<file path="config.mk">
export PLATFORM = sky130hd
export DESIGN_NAME = rv_core_top
export DESIGN_NICKNAME = d
export VERILOG_FILES = /design/src/rv_pkg.sv /design/src/rv_core_ctrl.sv /design/src/rv_core_top.sv /design/src/rv_exec.sv /design/src/rv_fetch_decode.sv /design/src/rv_lsu.sv /design/src/rv_regfile.sv
export SDC_FILE = /design/constraint.sdc
export NUM_CORES = 2
export LEC_CHECK = 0
export ABC_CLOCK_PERIOD_IN_PS = 16200
export BUFFER_PORTS_ARGS = -buffer_cell sky130_fd_sc_hd__buf_4
export CORE_MARGIN = 4
export CORE_UTILIZATION = 45
export CTS_CLUSTER_DIAMETER = 60
export DETAILED_ROUTE_END_ITERATION = 7
export PLACE_DENSITY = 0.69
export SKIP_LAST_GASP = 1
export SLEW_MARGIN = 20
export SYNTH_ARGS = -nofsm -noshare
export SYNTH_HDL_FRONTEND = slang
export SYNTH_SLANG_ARGS = --single-unit
</file>
<file path="constraint.sdc">
create_clock -name CLK -period 16.2 [get_ports CLK]
set_input_delay 1.62 -clock CLK [delete_from_list [all_inputs] [get_ports CLK]]
set_output_delay 1.62 -clock CLK [all_outputs]
set_load 0.03 [all_outputs]
</file>
<file path="src/rv_pkg.sv">
/* rv32i core definitions */
package rv_pkg;

    localparam int XLEN     = 32;                  // data and address width
    localparam int NUM_REGS = 32;                  // full rv32i register set

    typedef logic [XLEN-1:0]             word_t;
    typedef logic [$clog2(NUM_REGS)-1:0] reg_idx_t;
    typedef logic [6:0]                  opcode_t;
    typedef logic [2:0]                  funct3_t;
    typedef logic [3:0]                  be_t;     // one bit per byte lane

    localparam reg_idx_t SP_IDX = 5'd2;            // x2, loaded by the reset sweep

    // major opcodes, bits [6:0] of the instruction
    localparam opcode_t OP_LUI    = 7'b0110111;    // lui   rd,imm
    localparam opcode_t OP_AUIPC  = 7'b0010111;    // auipc rd,imm
    localparam opcode_t OP_JAL    = 7'b1101111;    // jal   rd,offs
    localparam opcode_t OP_JALR   = 7'b1100111;    // jalr  rd,rs1,imm
    localparam opcode_t OP_BRANCH = 7'b1100011;    // bxx   rs1,rs2,offs
    localparam opcode_t OP_LOAD   = 7'b0000011;    // lx    rd,imm(rs1)
    localparam opcode_t OP_STORE  = 7'b0100011;    // sx    rs2,imm(rs1)
    localparam opcode_t OP_IMM    = 7'b0010011;    // xxxi  rd,rs1,imm
    localparam opcode_t OP_REG    = 7'b0110011;    // xxx   rd,rs1,rs2

    // alu group
    localparam funct3_t F3_ADD  = 3'd0;            // add/sub, sub via bit 30
    localparam funct3_t F3_SLL  = 3'd1;
    localparam funct3_t F3_SLT  = 3'd2;
    localparam funct3_t F3_SLTU = 3'd3;
    localparam funct3_t F3_XOR  = 3'd4;
    localparam funct3_t F3_SR   = 3'd5;            // srl/sra, sra via bit 30
    localparam funct3_t F3_OR   = 3'd6;
    localparam funct3_t F3_AND  = 3'd7;

    // branch group
    localparam funct3_t F3_BEQ  = 3'd0;
    localparam funct3_t F3_BNE  = 3'd1;
    localparam funct3_t F3_BLT  = 3'd4;
    localparam funct3_t F3_BGE  = 3'd5;
    localparam funct3_t F3_BLTU = 3'd6;
    localparam funct3_t F3_BGEU = 3'd7;

    // load/store width, bit 2 marks zero extension
    localparam funct3_t F3_B    = 3'd0;
    localparam funct3_t F3_H    = 3'd1;
    localparam funct3_t F3_W    = 3'd2;
    localparam funct3_t F3_BU   = 3'd4;
    localparam funct3_t F3_HU   = 3'd5;

endpackage

</file>
<file path="src/rv_core_ctrl.sv">
/* core control, sweep and program counters */
`timescale 1ns/1ps

module rv_core_ctrl
#(
    parameter rv_pkg::word_t RESET_PC = '0
)
(
    input  logic             CLK,
    input  logic             rst_n,
    input  logic             hlt,
    input  logic             jump_taken,       // taken jal/jalr/branch in execute
    input  rv_pkg::word_t    jump_target,
    input  logic             is_wb,            // decoded instruction writes rd
    output rv_pkg::word_t    pc,               // address of the executing instruction
    output rv_pkg::word_t    nxpc,             // address of the word on idata
    output rv_pkg::word_t    iaddr,
    output logic             flush,
    output logic             ex_valid,
    output logic             rf_we,
    output logic             sweep_active,
    output logic             idle,
    output rv_pkg::reg_idx_t sweep_idx
);
    import rv_pkg::*;

    word_t fetch_next;                         // sequential or redirected fetch

    always_ff @(posedge CLK or negedge rst_n)
    begin
        if (!rst_n)
        begin
            sweep_active <= 1'b1;
            sweep_idx    <= reg_idx_t'(NUM_REGS - 1);   // count down to x0
        end
        else if (!hlt && sweep_active)
        begin
            if (sweep_idx == '0)
                sweep_active <= 1'b0;          // last register written
            else
                sweep_idx <= sweep_idx - 1'b1;
        end
    end

    // one dead slot after the sweep and after every taken transfer
    always_ff @(posedge CLK or negedge rst_n)
    begin
        if (!rst_n)
            flush <= 1'b1;
        else if (!hlt)
            flush <= sweep_active | jump_taken;
    end

    assign fetch_next = jump_taken ? jump_target : nxpc + 32'd4;
    assign iaddr      = sweep_active ? RESET_PC :
                        hlt          ? nxpc     :  // re-fetch same word, memory output holds
                                       fetch_next;

    always_ff @(posedge CLK or negedge rst_n)
    begin
        if (!rst_n)
        begin
            nxpc <= RESET_PC;
            pc   <= RESET_PC;
        end
        else if (!hlt)
        begin
            nxpc <= iaddr;                     // word arrives with this address
            pc   <= nxpc;                      // follows the instruction into execute
        end
    end

    // halt also blocks execution so no strobe repeats while frozen
    assign ex_valid = !flush && !sweep_active && !hlt;
    assign rf_we    = ex_valid && is_wb;
    assign idle     = flush | sweep_active;

    // a flushed slot never carries a transfer, so flushes cannot chain
    a_flush_single: assert property (@(posedge CLK) disable iff (!rst_n)
        (flush && !sweep_active && !hlt) |=> !flush);

endmodule

</file>
<file path="src/rv_core_top.sv">
/* rv32i two-stage core */
`timescale 1ns/1ps

module rv_core_top
#(
    parameter rv_pkg::word_t RESET_PC = '0,
    parameter rv_pkg::word_t RESET_SP = 32'd4096
)
(
    input  logic          CLK,
    input  logic          rst_n,
    input  rv_pkg::word_t idata,               // instruction bus
    output rv_pkg::word_t iaddr,
    input  rv_pkg::word_t datai,               // data bus
    output rv_pkg::word_t datao,
    output rv_pkg::word_t daddr,
    output rv_pkg::be_t   be,
    output logic          rd,
    output logic          wr,
    input  logic          hlt,
    output logic          idle
);
    import rv_pkg::*;

    logic     is_lui, is_auipc, is_jal, is_jalr, is_branch;
    logic     is_load, is_store, is_imm, is_reg, is_wb;
    reg_idx_t rs1, rs2, rd_idx, sweep_idx;
    funct3_t  funct3;
    logic     alt;
    word_t    simm, uimm, rs1_val, rs2_val, rd_data, load_data;
    word_t    pc, nxpc, jump_target;
    logic     jump_taken, ex_valid, rf_we, sweep_active;

    rv_core_ctrl #(.RESET_PC(RESET_PC)) u_ctrl (
        .CLK, .rst_n, .hlt, .jump_taken, .jump_target, .is_wb,
        .pc, .nxpc, .iaddr, .flush(), .ex_valid, .rf_we,
        .sweep_active, .idle, .sweep_idx
    );

    rv_fetch_decode u_decode (
        .CLK, .rst_n, .hlt, .idata,
        .is_lui, .is_auipc, .is_jal, .is_jalr, .is_branch,
        .is_load, .is_store, .is_imm, .is_reg, .is_wb,
        .rs1, .rs2, .rd(rd_idx), .funct3, .alt, .simm, .uimm
    );

    rv_regfile #(.RESET_SP(RESET_SP)) u_regfile (
        .CLK, .rst_n, .hlt, .rs1, .rs2, .rd(rd_idx), .rd_data, .rf_we,
        .sweep_active, .sweep_idx, .rs1_val, .rs2_val
    );

    rv_exec u_exec (
        .is_lui, .is_auipc, .is_jal, .is_jalr, .is_branch,
        .is_load, .is_imm, .is_reg, .ex_valid, .funct3, .alt,
        .simm, .uimm, .rs1_val, .rs2_val, .pc, .nxpc, .daddr, .load_data,
        .rd_data, .jump_taken, .jump_target
    );

    rv_lsu u_lsu (
        .CLK, .rst_n, .is_load, .is_store, .ex_valid, .funct3,
        .simm, .rs1_val, .rs2_val, .datai,
        .daddr, .datao, .be, .rd, .wr, .load_data
    );

endmodule

</file>
<file path="src/rv_exec.sv">
/* alu, branch and writeback select */
`timescale 1ns/1ps

module rv_exec
(
    input  logic            is_lui,
    input  logic            is_auipc,
    input  logic            is_jal,
    input  logic            is_jalr,
    input  logic            is_branch,
    input  logic            is_load,
    input  logic            is_imm,
    input  logic            is_reg,
    input  logic            ex_valid,          // not flushed, not sweeping, not halted
    input  rv_pkg::funct3_t funct3,
    input  logic            alt,
    input  rv_pkg::word_t   simm,
    input  rv_pkg::word_t   uimm,
    input  rv_pkg::word_t   rs1_val,
    input  rv_pkg::word_t   rs2_val,
    input  rv_pkg::word_t   pc,
    input  rv_pkg::word_t   nxpc,              // link value, pc+4
    input  rv_pkg::word_t   daddr,             // rs1+simm from the lsu
    input  rv_pkg::word_t   load_data,
    output rv_pkg::word_t   rd_data,
    output logic            jump_taken,
    output rv_pkg::word_t   jump_target
);
    import rv_pkg::*;

    word_t      op2;
    word_t      alu;
    word_t      pc_simm;                       // auipc result and pc-relative target
    logic [4:0] shamt;
    logic       br_cond;

    assign op2     = is_imm ? simm : rs2_val;
    assign shamt   = is_imm ? uimm[4:0] : rs2_val[4:0];
    assign pc_simm = pc + simm;

    always_comb
    begin
        alu = '0;
        case (funct3)
            F3_ADD:  alu = (is_reg && alt) ? rs1_val - op2 : rs1_val + op2;  // no subi
            F3_SLL:  alu = rs1_val << shamt;
            F3_SLT:  alu = word_t'($signed(rs1_val) < $signed(op2));
            F3_SLTU: alu = word_t'(rs1_val < op2);  // sltiu compares sign-extended imm
            F3_XOR:  alu = rs1_val ^ op2;
            F3_SR:   alu = alt ? word_t'($signed(rs1_val) >>> shamt) : rs1_val >> shamt;
            F3_OR:   alu = rs1_val | op2;
            F3_AND:  alu = rs1_val & op2;
        endcase
    end

    always_comb
    begin
        case (funct3)
            F3_BEQ:  br_cond = rs1_val == rs2_val;
            F3_BNE:  br_cond = rs1_val != rs2_val;
            F3_BLT:  br_cond = $signed(rs1_val) <  $signed(rs2_val);
            F3_BGE:  br_cond = $signed(rs1_val) >= $signed(rs2_val);
            F3_BLTU: br_cond = rs1_val <  rs2_val;
            F3_BGEU: br_cond = rs1_val >= rs2_val;
            default: br_cond = 1'b0;           // reserved encodings never branch
        endcase
    end

    assign jump_taken  = ex_valid && (is_jal || is_jalr || (is_branch && br_cond));
    assign jump_target = is_jalr ? {daddr[XLEN-1:1], 1'b0} : pc_simm;  // jalr drops bit 0

    assign rd_data = is_auipc          ? pc_simm   :
                     is_jal || is_jalr ? nxpc      :
                     is_lui            ? simm      :
                     is_load           ? load_data :
                                         alu;

endmodule

</file>
<file path="src/rv_fetch_decode.sv">
/* instruction register and decode */
`timescale 1ns/1ps

module rv_fetch_decode
(
    input  logic             CLK,
    input  logic             rst_n,
    input  logic             hlt,
    input  rv_pkg::word_t    idata,            // word from synchronous instruction memory
    output logic             is_lui,
    output logic             is_auipc,
    output logic             is_jal,
    output logic             is_jalr,
    output logic             is_branch,
    output logic             is_load,
    output logic             is_store,
    output logic             is_imm,
    output logic             is_reg,
    output logic             is_wb,
    output rv_pkg::reg_idx_t rs1,
    output rv_pkg::reg_idx_t rs2,
    output rv_pkg::reg_idx_t rd,
    output rv_pkg::funct3_t  funct3,
    output logic             alt,              // sub/sra select
    output rv_pkg::word_t    simm,             // sign extended immediate
    output rv_pkg::word_t    uimm              // zero extended immediate
);
    import rv_pkg::*;

    opcode_t op;
    word_t   ir;
    word_t   simm_nx;
    word_t   uimm_nx;

    assign op = opcode_t'(idata[6:0]);

    // immediate layout per format
    always_comb
    begin
        case (op)
            OP_STORE:                          // s-type
            begin
                simm_nx = {{(XLEN-12){idata[31]}}, idata[31:25], idata[11:7]};
                uimm_nx = {{(XLEN-12){1'b0}}, idata[31:25], idata[11:7]};
            end
            OP_BRANCH:                         // b-type, bit 0 always zero
            begin
                simm_nx = {{(XLEN-13){idata[31]}}, idata[31], idata[7],
                           idata[30:25], idata[11:8], 1'b0};
                uimm_nx = {{(XLEN-13){1'b0}}, idata[31], idata[7],
                           idata[30:25], idata[11:8], 1'b0};
            end
            OP_JAL:                            // j-type
            begin
                simm_nx = {{(XLEN-21){idata[31]}}, idata[31], idata[19:12],
                           idata[20], idata[30:21], 1'b0};
                uimm_nx = {{(XLEN-21){1'b0}}, idata[31], idata[19:12],
                           idata[20], idata[30:21], 1'b0};
            end
            OP_LUI, OP_AUIPC:                  // u-type, no extension needed
            begin
                simm_nx = {idata[31:12], 12'h000};
                uimm_nx = {idata[31:12], 12'h000};
            end
            default:                           // i-type: jalr, loads, alu imm
            begin
                simm_nx = {{(XLEN-12){idata[31]}}, idata[31:20]};
                uimm_nx = {{(XLEN-12){1'b0}}, idata[31:20]};
            end
        endcase
    end

    always_ff @(posedge CLK or negedge rst_n)
    begin
        if (!rst_n)
        begin
            ir        <= '0;
            is_lui    <= 1'b0;
            is_auipc  <= 1'b0;
            is_jal    <= 1'b0;
            is_jalr   <= 1'b0;
            is_branch <= 1'b0;
            is_load   <= 1'b0;
            is_store  <= 1'b0;
            is_imm    <= 1'b0;
            is_reg    <= 1'b0;
            simm      <= '0;
            uimm      <= '0;
        end
        else if (!hlt)                         // whole stage freezes on halt
        begin
            ir        <= idata;
            is_lui    <= op == OP_LUI;
            is_auipc  <= op == OP_AUIPC;
            is_jal    <= op == OP_JAL;
            is_jalr   <= op == OP_JALR;
            is_branch <= op == OP_BRANCH;
            is_load   <= op == OP_LOAD;
            is_store  <= op == OP_STORE;
            is_imm    <= op == OP_IMM;
            is_reg    <= op == OP_REG;
            simm      <= simm_nx;
            uimm      <= uimm_nx;
        end
    end

    assign rs1    = ir[19:15];
    assign rs2    = ir[24:20];
    assign rd     = ir[11:7];
    assign funct3 = ir[14:12];
    assign alt    = ir[30];
    assign is_wb  = is_lui | is_auipc | is_jal | is_jalr | is_load | is_imm | is_reg;

endmodule

</file>
<file path="src/rv_lsu.sv">
/* load/store lane unit */
`timescale 1ns/1ps

module rv_lsu
(
    input  logic            CLK,
    input  logic            rst_n,
    input  logic            is_load,
    input  logic            is_store,
    input  logic            ex_valid,
    input  rv_pkg::funct3_t funct3,
    input  rv_pkg::word_t   simm,
    input  rv_pkg::word_t   rs1_val,
    input  rv_pkg::word_t   rs2_val,
    input  rv_pkg::word_t   datai,             // combinational read data
    output rv_pkg::word_t   daddr,
    output rv_pkg::word_t   datao,
    output rv_pkg::be_t     be,
    output logic            rd,
    output logic            wr,
    output rv_pkg::word_t   load_data
);
    import rv_pkg::*;

    logic [1:0] lane;
    be_t        be_raw;
    word_t      lane_data;                     // addressed lane moved to bit 0

    assign daddr = rs1_val + simm;             // also the jalr target
    assign lane  = daddr[1:0];
    assign rd    = ex_valid && is_load;
    assign wr    = ex_valid && is_store;

    always_comb
    begin
        case (funct3)
            F3_B, F3_BU:
            begin
                be_raw = be_t'(4'b0001 << lane);
                datao  = word_t'(rs2_val[7:0]) << {lane, 3'b000};
            end
            F3_H, F3_HU:                       // halves assumed aligned
            begin
                be_raw = lane[1] ? 4'b1100 : 4'b0011;
                datao  = word_t'(rs2_val[15:0]) << {lane[1], 4'b0000};
            end
            default:
            begin
                be_raw = 4'b1111;
                datao  = rs2_val;
            end
        endcase
    end

    assign be        = (rd || wr) ? be_raw : '0;
    assign lane_data = datai >> {lane, 3'b000};

    always_comb
    begin
        case (funct3)
            F3_B:    load_data = {{(XLEN-8){lane_data[7]}}, lane_data[7:0]};
            F3_BU:   load_data = {{(XLEN-8){1'b0}}, lane_data[7:0]};
            F3_H:    load_data = {{(XLEN-16){lane_data[15]}}, lane_data[15:0]};
            F3_HU:   load_data = {{(XLEN-16){1'b0}}, lane_data[15:0]};
            default: load_data = datai;        // lw
        endcase
    end

    // decode raises one class flag at most, so the strobes stay exclusive
    a_rd_wr_excl: assert property (@(posedge CLK) disable iff (!rst_n) !(rd && wr));

endmodule

</file>
<file path="src/rv_regfile.sv">
/* dual copy register file */
`timescale 1ns/1ps

module rv_regfile
#(
    parameter rv_pkg::word_t RESET_SP = 32'd4096
)
(
    input  logic             CLK,
    input  logic             rst_n,
    input  logic             hlt,
    input  rv_pkg::reg_idx_t rs1,
    input  rv_pkg::reg_idx_t rs2,
    input  rv_pkg::reg_idx_t rd,
    input  rv_pkg::word_t    rd_data,
    input  logic             rf_we,
    input  logic             sweep_active,
    input  rv_pkg::reg_idx_t sweep_idx,
    output rv_pkg::word_t    rs1_val,
    output rv_pkg::word_t    rs2_val
);
    import rv_pkg::*;

    word_t regs_a [NUM_REGS];                  // serves read port 1
    word_t regs_b [NUM_REGS];                  // serves read port 2

    always_ff @(posedge CLK)
    begin
        if (sweep_active && !hlt)
        begin
            regs_a[sweep_idx] <= (sweep_idx == SP_IDX) ? RESET_SP : '0;
            regs_b[sweep_idx] <= (sweep_idx == SP_IDX) ? RESET_SP : '0;
        end
        else if (rf_we && rd != '0)            // x0 keeps its swept zero
        begin
            regs_a[rd] <= rd_data;
            regs_b[rd] <= rd_data;
        end
    end

    assign rs1_val = regs_a[rs1];
    assign rs2_val = regs_b[rs2];

    // x0 holds zero only because the sweep cleared it and writes skip it
    a_x0_zero: assert property (@(posedge CLK) disable iff (!rst_n)
        !sweep_active |-> ((rs1 != '0 || rs1_val == '0) && (rs2 != '0 || rs2_val == '0)));

endmodule

</file>
== Yosys cells after proc, flatten, opt, wreduce, memory -nomap -nowiden ==
Memories as Yosys holds them, arrays and structs flattened.
Cells that the tools add are included.
Operators by class
  shift-type cells: 7
  bitwise logic cells: 12
  muxes and demuxes: 33
  eq/ne operators: 19
  magnitude comparators: 6
  add/subtract/negate cells: 6
  reduce and logical (&&, ||, !) cells: 26
Operators with widths (number)
  $mux 32: 13
  $pmux 32 s8: 1
  $lt 32x32->1: 4
  $pmux 32 s4: 1
  $pmux 31 s4: 1
  $add 32x32->32: 3
  $ge 32x32->1: 2
  $pmux 32 s2: 1
  $reduce_or 32->1: 2
  $add 32x3->32 const B: 1
  $and 32x32->32: 1
  $eq 32x32->1: 1
  $ne 32x32->1: 1
  $or 32x32->32: 1
  $shl 16x5->32: 1
  $shl 32x5->32: 1
  $shl 8x5->32: 1
  $shr 32x5->16: 1
  $shr 32x5->32: 1
  $sshr 32x5->32: 1
  $sub 32x32->32: 1
  $xor 32x32->32: 1
  $eq 7x6->1 const B: 3
  $eq 7x7->1 const B: 3
  other kinds (25): 62
Storage, ports and cells
  input bits: 67
  output and inout bits: 103
  register bits: 148
  word-level logic and storage cells: 128
  memories: 2
  memory bits (writable): 2048
Memory list
  u_regfile.regs_a: words 32, width 32, rd ports 1, clocked after Yosys merged registers in 0, write ports 1, line rv_regfile.sv:24  | word_t regs_a [NUM_REGS];
  u_regfile.regs_b: words 32, width 32, rd ports 1, clocked after Yosys merged registers in 0, write ports 1, line rv_regfile.sv:25  | word_t regs_b [NUM_REGS];

== Longest topological paths before layout ==
  depth after elaboration: 13
  gate-level depth with buffers: 25
  depth with buffers taken out: 21

== Hierarchy ==
From an unflattened synthesis, not the netlist that was laid out.
Unflattened totals
  cells, all modules: 6809
  area total of the unflattened synthesis: 72874.9 µm²
Modules (own cells, without submodules)
  rv_regfile: seq. area each 30749.5 µm², times used 1, cells each 3468, area each 48884.4 µm²
  rv_exec: seq. area each 0.0 µm², times used 1, cells each 2031, area each 13354.1 µm²
  rv_core_ctrl: seq. area each 1785.5 µm², times used 1, cells each 495, area each 4197.8 µm²
  rv_fetch_decode: seq. area each 2001.9 µm², times used 1, cells each 340, area each 3479.6 µm²
  rv_lsu: seq. area each 0.0 µm², times used 1, cells each 475, area each 2959.1 µm²

== Worst setup path after synthesis ==
OpenSTA, ideal clock, no wires.
  kind: reg2out
  from: reg u_decode.ir[21]
  to: out iaddr[12]
  required time: 14.580 ns
  arrival time: 6.737 ns
  buffers on the path: 9
  slack: 7.843 ns
  cell stages (with the launch flop): 26
  cells stage by stage: dfrtp_1 -> buf_6 -> buf_12 -> buf_6 -> buf_6 -> buf_6 -> clkbuf_1 -> clkbuf_1 -> buf_1 -> mux4_2 -> mux4_2 -> mux2_2 -> inv_1 -> ha_1 -> nand4_1 -> nor3_1 -> a211oi_1 -> nand2_1 -> nor4_1 -> a21oi_1 -> or4_4 -> o311a_1 -> nor2_2 -> buf_4 -> a21oi_1 -> o31ai_1
On the way
  cells in the longest elaborated chain, start to end: 9
  elaborated cells on any way between the ends: 14
  those cells by class: 4 x order compare; 2 x eq/ne; 4 x mux; 3 x reduce/logical; 1 x memory
Ends and longest elaborated chain
  from (decl): line rv_fetch_decode.sv:31  | word_t ir;
  from (signal assigned): line rv_fetch_decode.sv:92  | ir <= idata;
  $mem_v2 32x32 *
  $ge 32x32->1 (tied with other cells): line rv_exec.sv:64  | F3_BGEU: br_cond = rs1_val >= rs2_val;
  $pmux 1 s6 *: line rv_exec.sv:58  | case (funct3)
  $logic_and 1x1->1 *: line rv_exec.sv:69  | assign jump_taken = ex_valid && (is_jal || is_jalr || (is_branch && br_cond));
  $logic_or 1x1->1 *: line rv_exec.sv:69
  $logic_and 1x1->1 *: line rv_exec.sv:69
  $mux 32 *: line rv_core_ctrl.sv:54  | assign fetch_next = jump_taken ? jump_target : nxpc + 32'd4;
  $mux 32 *: line rv_core_ctrl.sv:56  | hlt ? nxpc :
  $mux 32 *: line rv_core_ctrl.sv:55  | assign iaddr = sweep_active ? RESET_PC :
  to (decl): line rv_core_top.sv:13  | output rv_pkg::word_t iaddr,
Mark *: on every way between the ends. The rest lies on a longest branch, timed or not.

== Worst setup path after layout ==
  from: reg u_decode.ir[21]
  to: out iaddr[16]
The elaborated chain is that of the path after synthesis.

==> key figures <==
Pwr
  • Sw Share: 38.3%
  • Peak VDD IR: 0.0748 mV
  • Design Power: 10.0 mW
  • Pleak: 29.8 nW
  • Clock share of power: 29.8%
  • Comb power frac: 36.2%
  • Cell-internal power: 6.18 mW
  • PwrDens: 128 nW/um^2
  • Switching power: 3.83 mW
  • Seq pwr share: 34.0%

CTS
  • Worst skew pair latency: 800 ps
  • CTS Hold Bufs: 0
  • CTS Buf Count: 130
  • H-tree lvl count: 4
  • Post-CTS Resized: 0
  • Max Root-Sink Buffers: 3
  • Clock transition at path regs: 60 ps
  • CTS Sinks: 1155
  • Postcts setup bufs: 0
  • Clock tree root driver cell: clkbuf_16
  • CTS tree: built

Finish
  • Top reg by flops: u_regfile.regs_b
  • Final cell count without fillers: 7970
  • Post-layout net count: 6080
  • Max reg flops: 992
  • Share of layout cells above drive strength 1: 19.3%
  • Final instance area: 78400 sq um
  • Synth-to-Final Area Change: 11.9%

Drt
  • Vias per cell: 7.19
  • Wire length per cell: 38.2 microns
  • # DRC: 0
  • Router iterations before antenna repair: 7
  • Total wire length: 304000 microns
  • Post-route ant nets: 0
  • Vias: 57300
  • Initial DRC Count: 9578

Timing
  • Fin. Hold Viols: 0
  • Pins Over Slew Limit: 0
  • RSZ-0062 raised after global routing: no
  • Final setup fails: 0
  • Crit path time final: 11810 ps
  • Setup Skew: 49.8 ps
  • Max frequency: 0.0847 GHz
  • Tightest Pin Transition: 1340 ps
  • Worst setup slack after layout: 4390 ps
  • Slew HR: 10.3%
  • Setup TNS: 0 ps
  • Final Cycle Share: 72.9%

Global routing
  • Global-route wire length before repair: 420000 microns
  • Vias in the first global route: 54300
  • Total grt overflow: 0
  • GRT Total Usage: 36.4%
  • Pin count of the biggest net entering global routing: 143
  • Antenna violations before repair: 17

Yosys
  • Sequential element share of the synthesized area: 48.5%
  • Most frequent cells after synthesis: edfxtp_1, mux2i_1, nand2_1
  • Area contributors post-synth: edfxtp_1, mux4_2, mux2i_1, dfrtp_1, ha_1
  • Distinct cells, synth: 106
  • Yosys reg bits: 1155
  • Synth Net Count: 5997
  • Post-synth ARST share: 11.3%
  • Dominant cell type by area after synthesis: edfxtp_1
  • Most common cell in the netlist: edfxtp_1
  • Warnings, synthesis: 0
  • Synthesized cell area: 70100 sq um
  • Mapped Cells: 5728
  • Synth top area share: 43.9%
  • Syn_area_per_cell: 12.2 sq um
  • Post-synth EDFFs: 1024
  • Main flop type after synthesis: edfxtp_1

Status
  • Status: finished clean

Flow run
  • Max Cap Violations: 0

Place
  • Final GP Congestion: 1.12
  • DP Cell Count: 7723
  • Place WS: 5670 ps
  • Post-DP HPWL: 200000 microns
  • Placed Area: 74000 sq um
  • IO Port Bufs: 169

Floorplan
  • Die footprint: 162000 sq um
  • Starting Density: 45.4%
  • Die span in y: 403 microns
  • Core area: 154000 sq um
  • Width of the die: 403 microns
  • Top-Level Pins: 170
  • Number of cell rows: 144

Min path
  • WHS Endpoint: u_ctrl.sweep_active
  • Hold wc startpoint: u_ctrl.sweep_active
  • Hold Path Cell Cnt: 1
  • Min-delay worst type: reg -> reg

Critical path
  • CP Cell Sequence: buf_12, buf_4, mux4_2, mux4_2, mux2_2, inv_1, ha_1, nand4_1, nor3_1, nand4_1, a221oi_1, nor4_2, and4b_1, or4_4, o311ai_4, nand2_2, mux2_2, o22ai_1, buf_4
  • Critical path data required time: 14580 ps
  • Reg-to-Reg Start: u_decode.ir[21]
  • WP data arrival: 10190 ps
  • Crit end category: primary output
  • R2R Setup Slk: 5970 ps
  • Critical Path Source Type: flip-flop
  • Critical Path Max Stage Delay: 1110 ps
  • Reg2reg end: u_regfile.regs_b[0][30]
  • CP Class: reg -> out
  • R2R depth: 23
  • Crit Path Max Fanout: 142
  • Crit-path slowest cell: dfrtp_4
cell families (layout without fill, tap and decap cells):
logic type	count (synthesis)	in the layout	share of synthesized area, %
and+or+nand+nor	1189	1189	8.02
muxes	1039	1039	21.1
adders and majority gates	202	202	3.65
AOI/OAI and AO/OA	1457	1457	13.7
buffers and inverters	584	769	3.70
DFF	1155	1155	48.5
xor gates and xnor gates	102	102	1.27
other	0	13	0
stage by stage:
step	util [%]	hold WS, ps
finish	50.8	463
global route	50.8	466
CTS	50.8	464
detailed placement	47.9	456
global placement	47.9	448
floorplan	-	444
metal layers:
metal  up-vias  global-route usage [%]  routed length [microns]
met2      4708                    53.8                   131000
li1      22800                       -                        -
met1     28700                    47.1                   110000
met3      1100                    11.0                    39600
met5         -                       0                       98
met4        14                    22.6                    22800
critical path, delay by kind of cell (launching register included):
kind,cells,cell delay (ps)
buf+inv,4,1780
simple gates,7,2690
flops,1,1110
fa+ha+maj,1,210
compound gates,3,1270
mux,4,1780
power groups by stage:
| stage | logic [mW] | registers, mW | clock network [mW] |
|---|---|---|---|
| after floorplan | 2.25 | 3.36 | 0 |
| after global placement | 3.46 | 3.45 | 0 |
| after detailed placement | 3.46 | 3.45 | 0 |
| after CTS | 3.48 | 3.39 | 3.01 |
| after global routing | 3.74 | 3.40 | 3.14 |
| final | 3.63 | 3.40 | 2.99 |
cells in the final DEF (no fill, tap or decap), drive strengths merged, types with 33 or more instances in the layout:
master	n
edfxtp	1024
xor2	33
dfrtp	124
a21oi	338
nand2	391
o21ai	283
o22ai	149
nand3	134
nor4	48
buf	358
a211o	33
nor3	80
clkbuf	156
mux2i	601
clkinv	49
mux4	337
o211ai	36
nor2	305
nand4	33
ha	198
a21o	62
mux2	101
inv	185
a31oi	40
a211oi	68
a22oi	132
xnor2	69
nand2b	39
worst max path at each step:
stage	start	to	depth (start not counted)
6_report	u_decode.ir[21]	iaddr[16]	19
3_3_place_gp	u_decode.ir[21]	iaddr[16]	19
5_1_grt	u_decode.ir[21]	iaddr[23]	19
4_1_cts	u_decode.ir[21]	iaddr[16]	19
2_1_floorplan	u_decode.ir[21]	iaddr[12]	25
3_5_place_dp	u_decode.ir[21]	iaddr[16]	19
layout make-up:
cell class	count	area, sq um
Fill cell	13100	76000
Sequential cell	1155	34100
Multi-Input combinational cell	3989	34000
Clock buffer	156	3440
Timing Repair Buffer	358	2760
Tap cell	2044	2560
Clock inverter	78	885
Inverter	177	674
Antenna cell	13	32.5
Note: power is estimated with default switching activity, not from simulation.
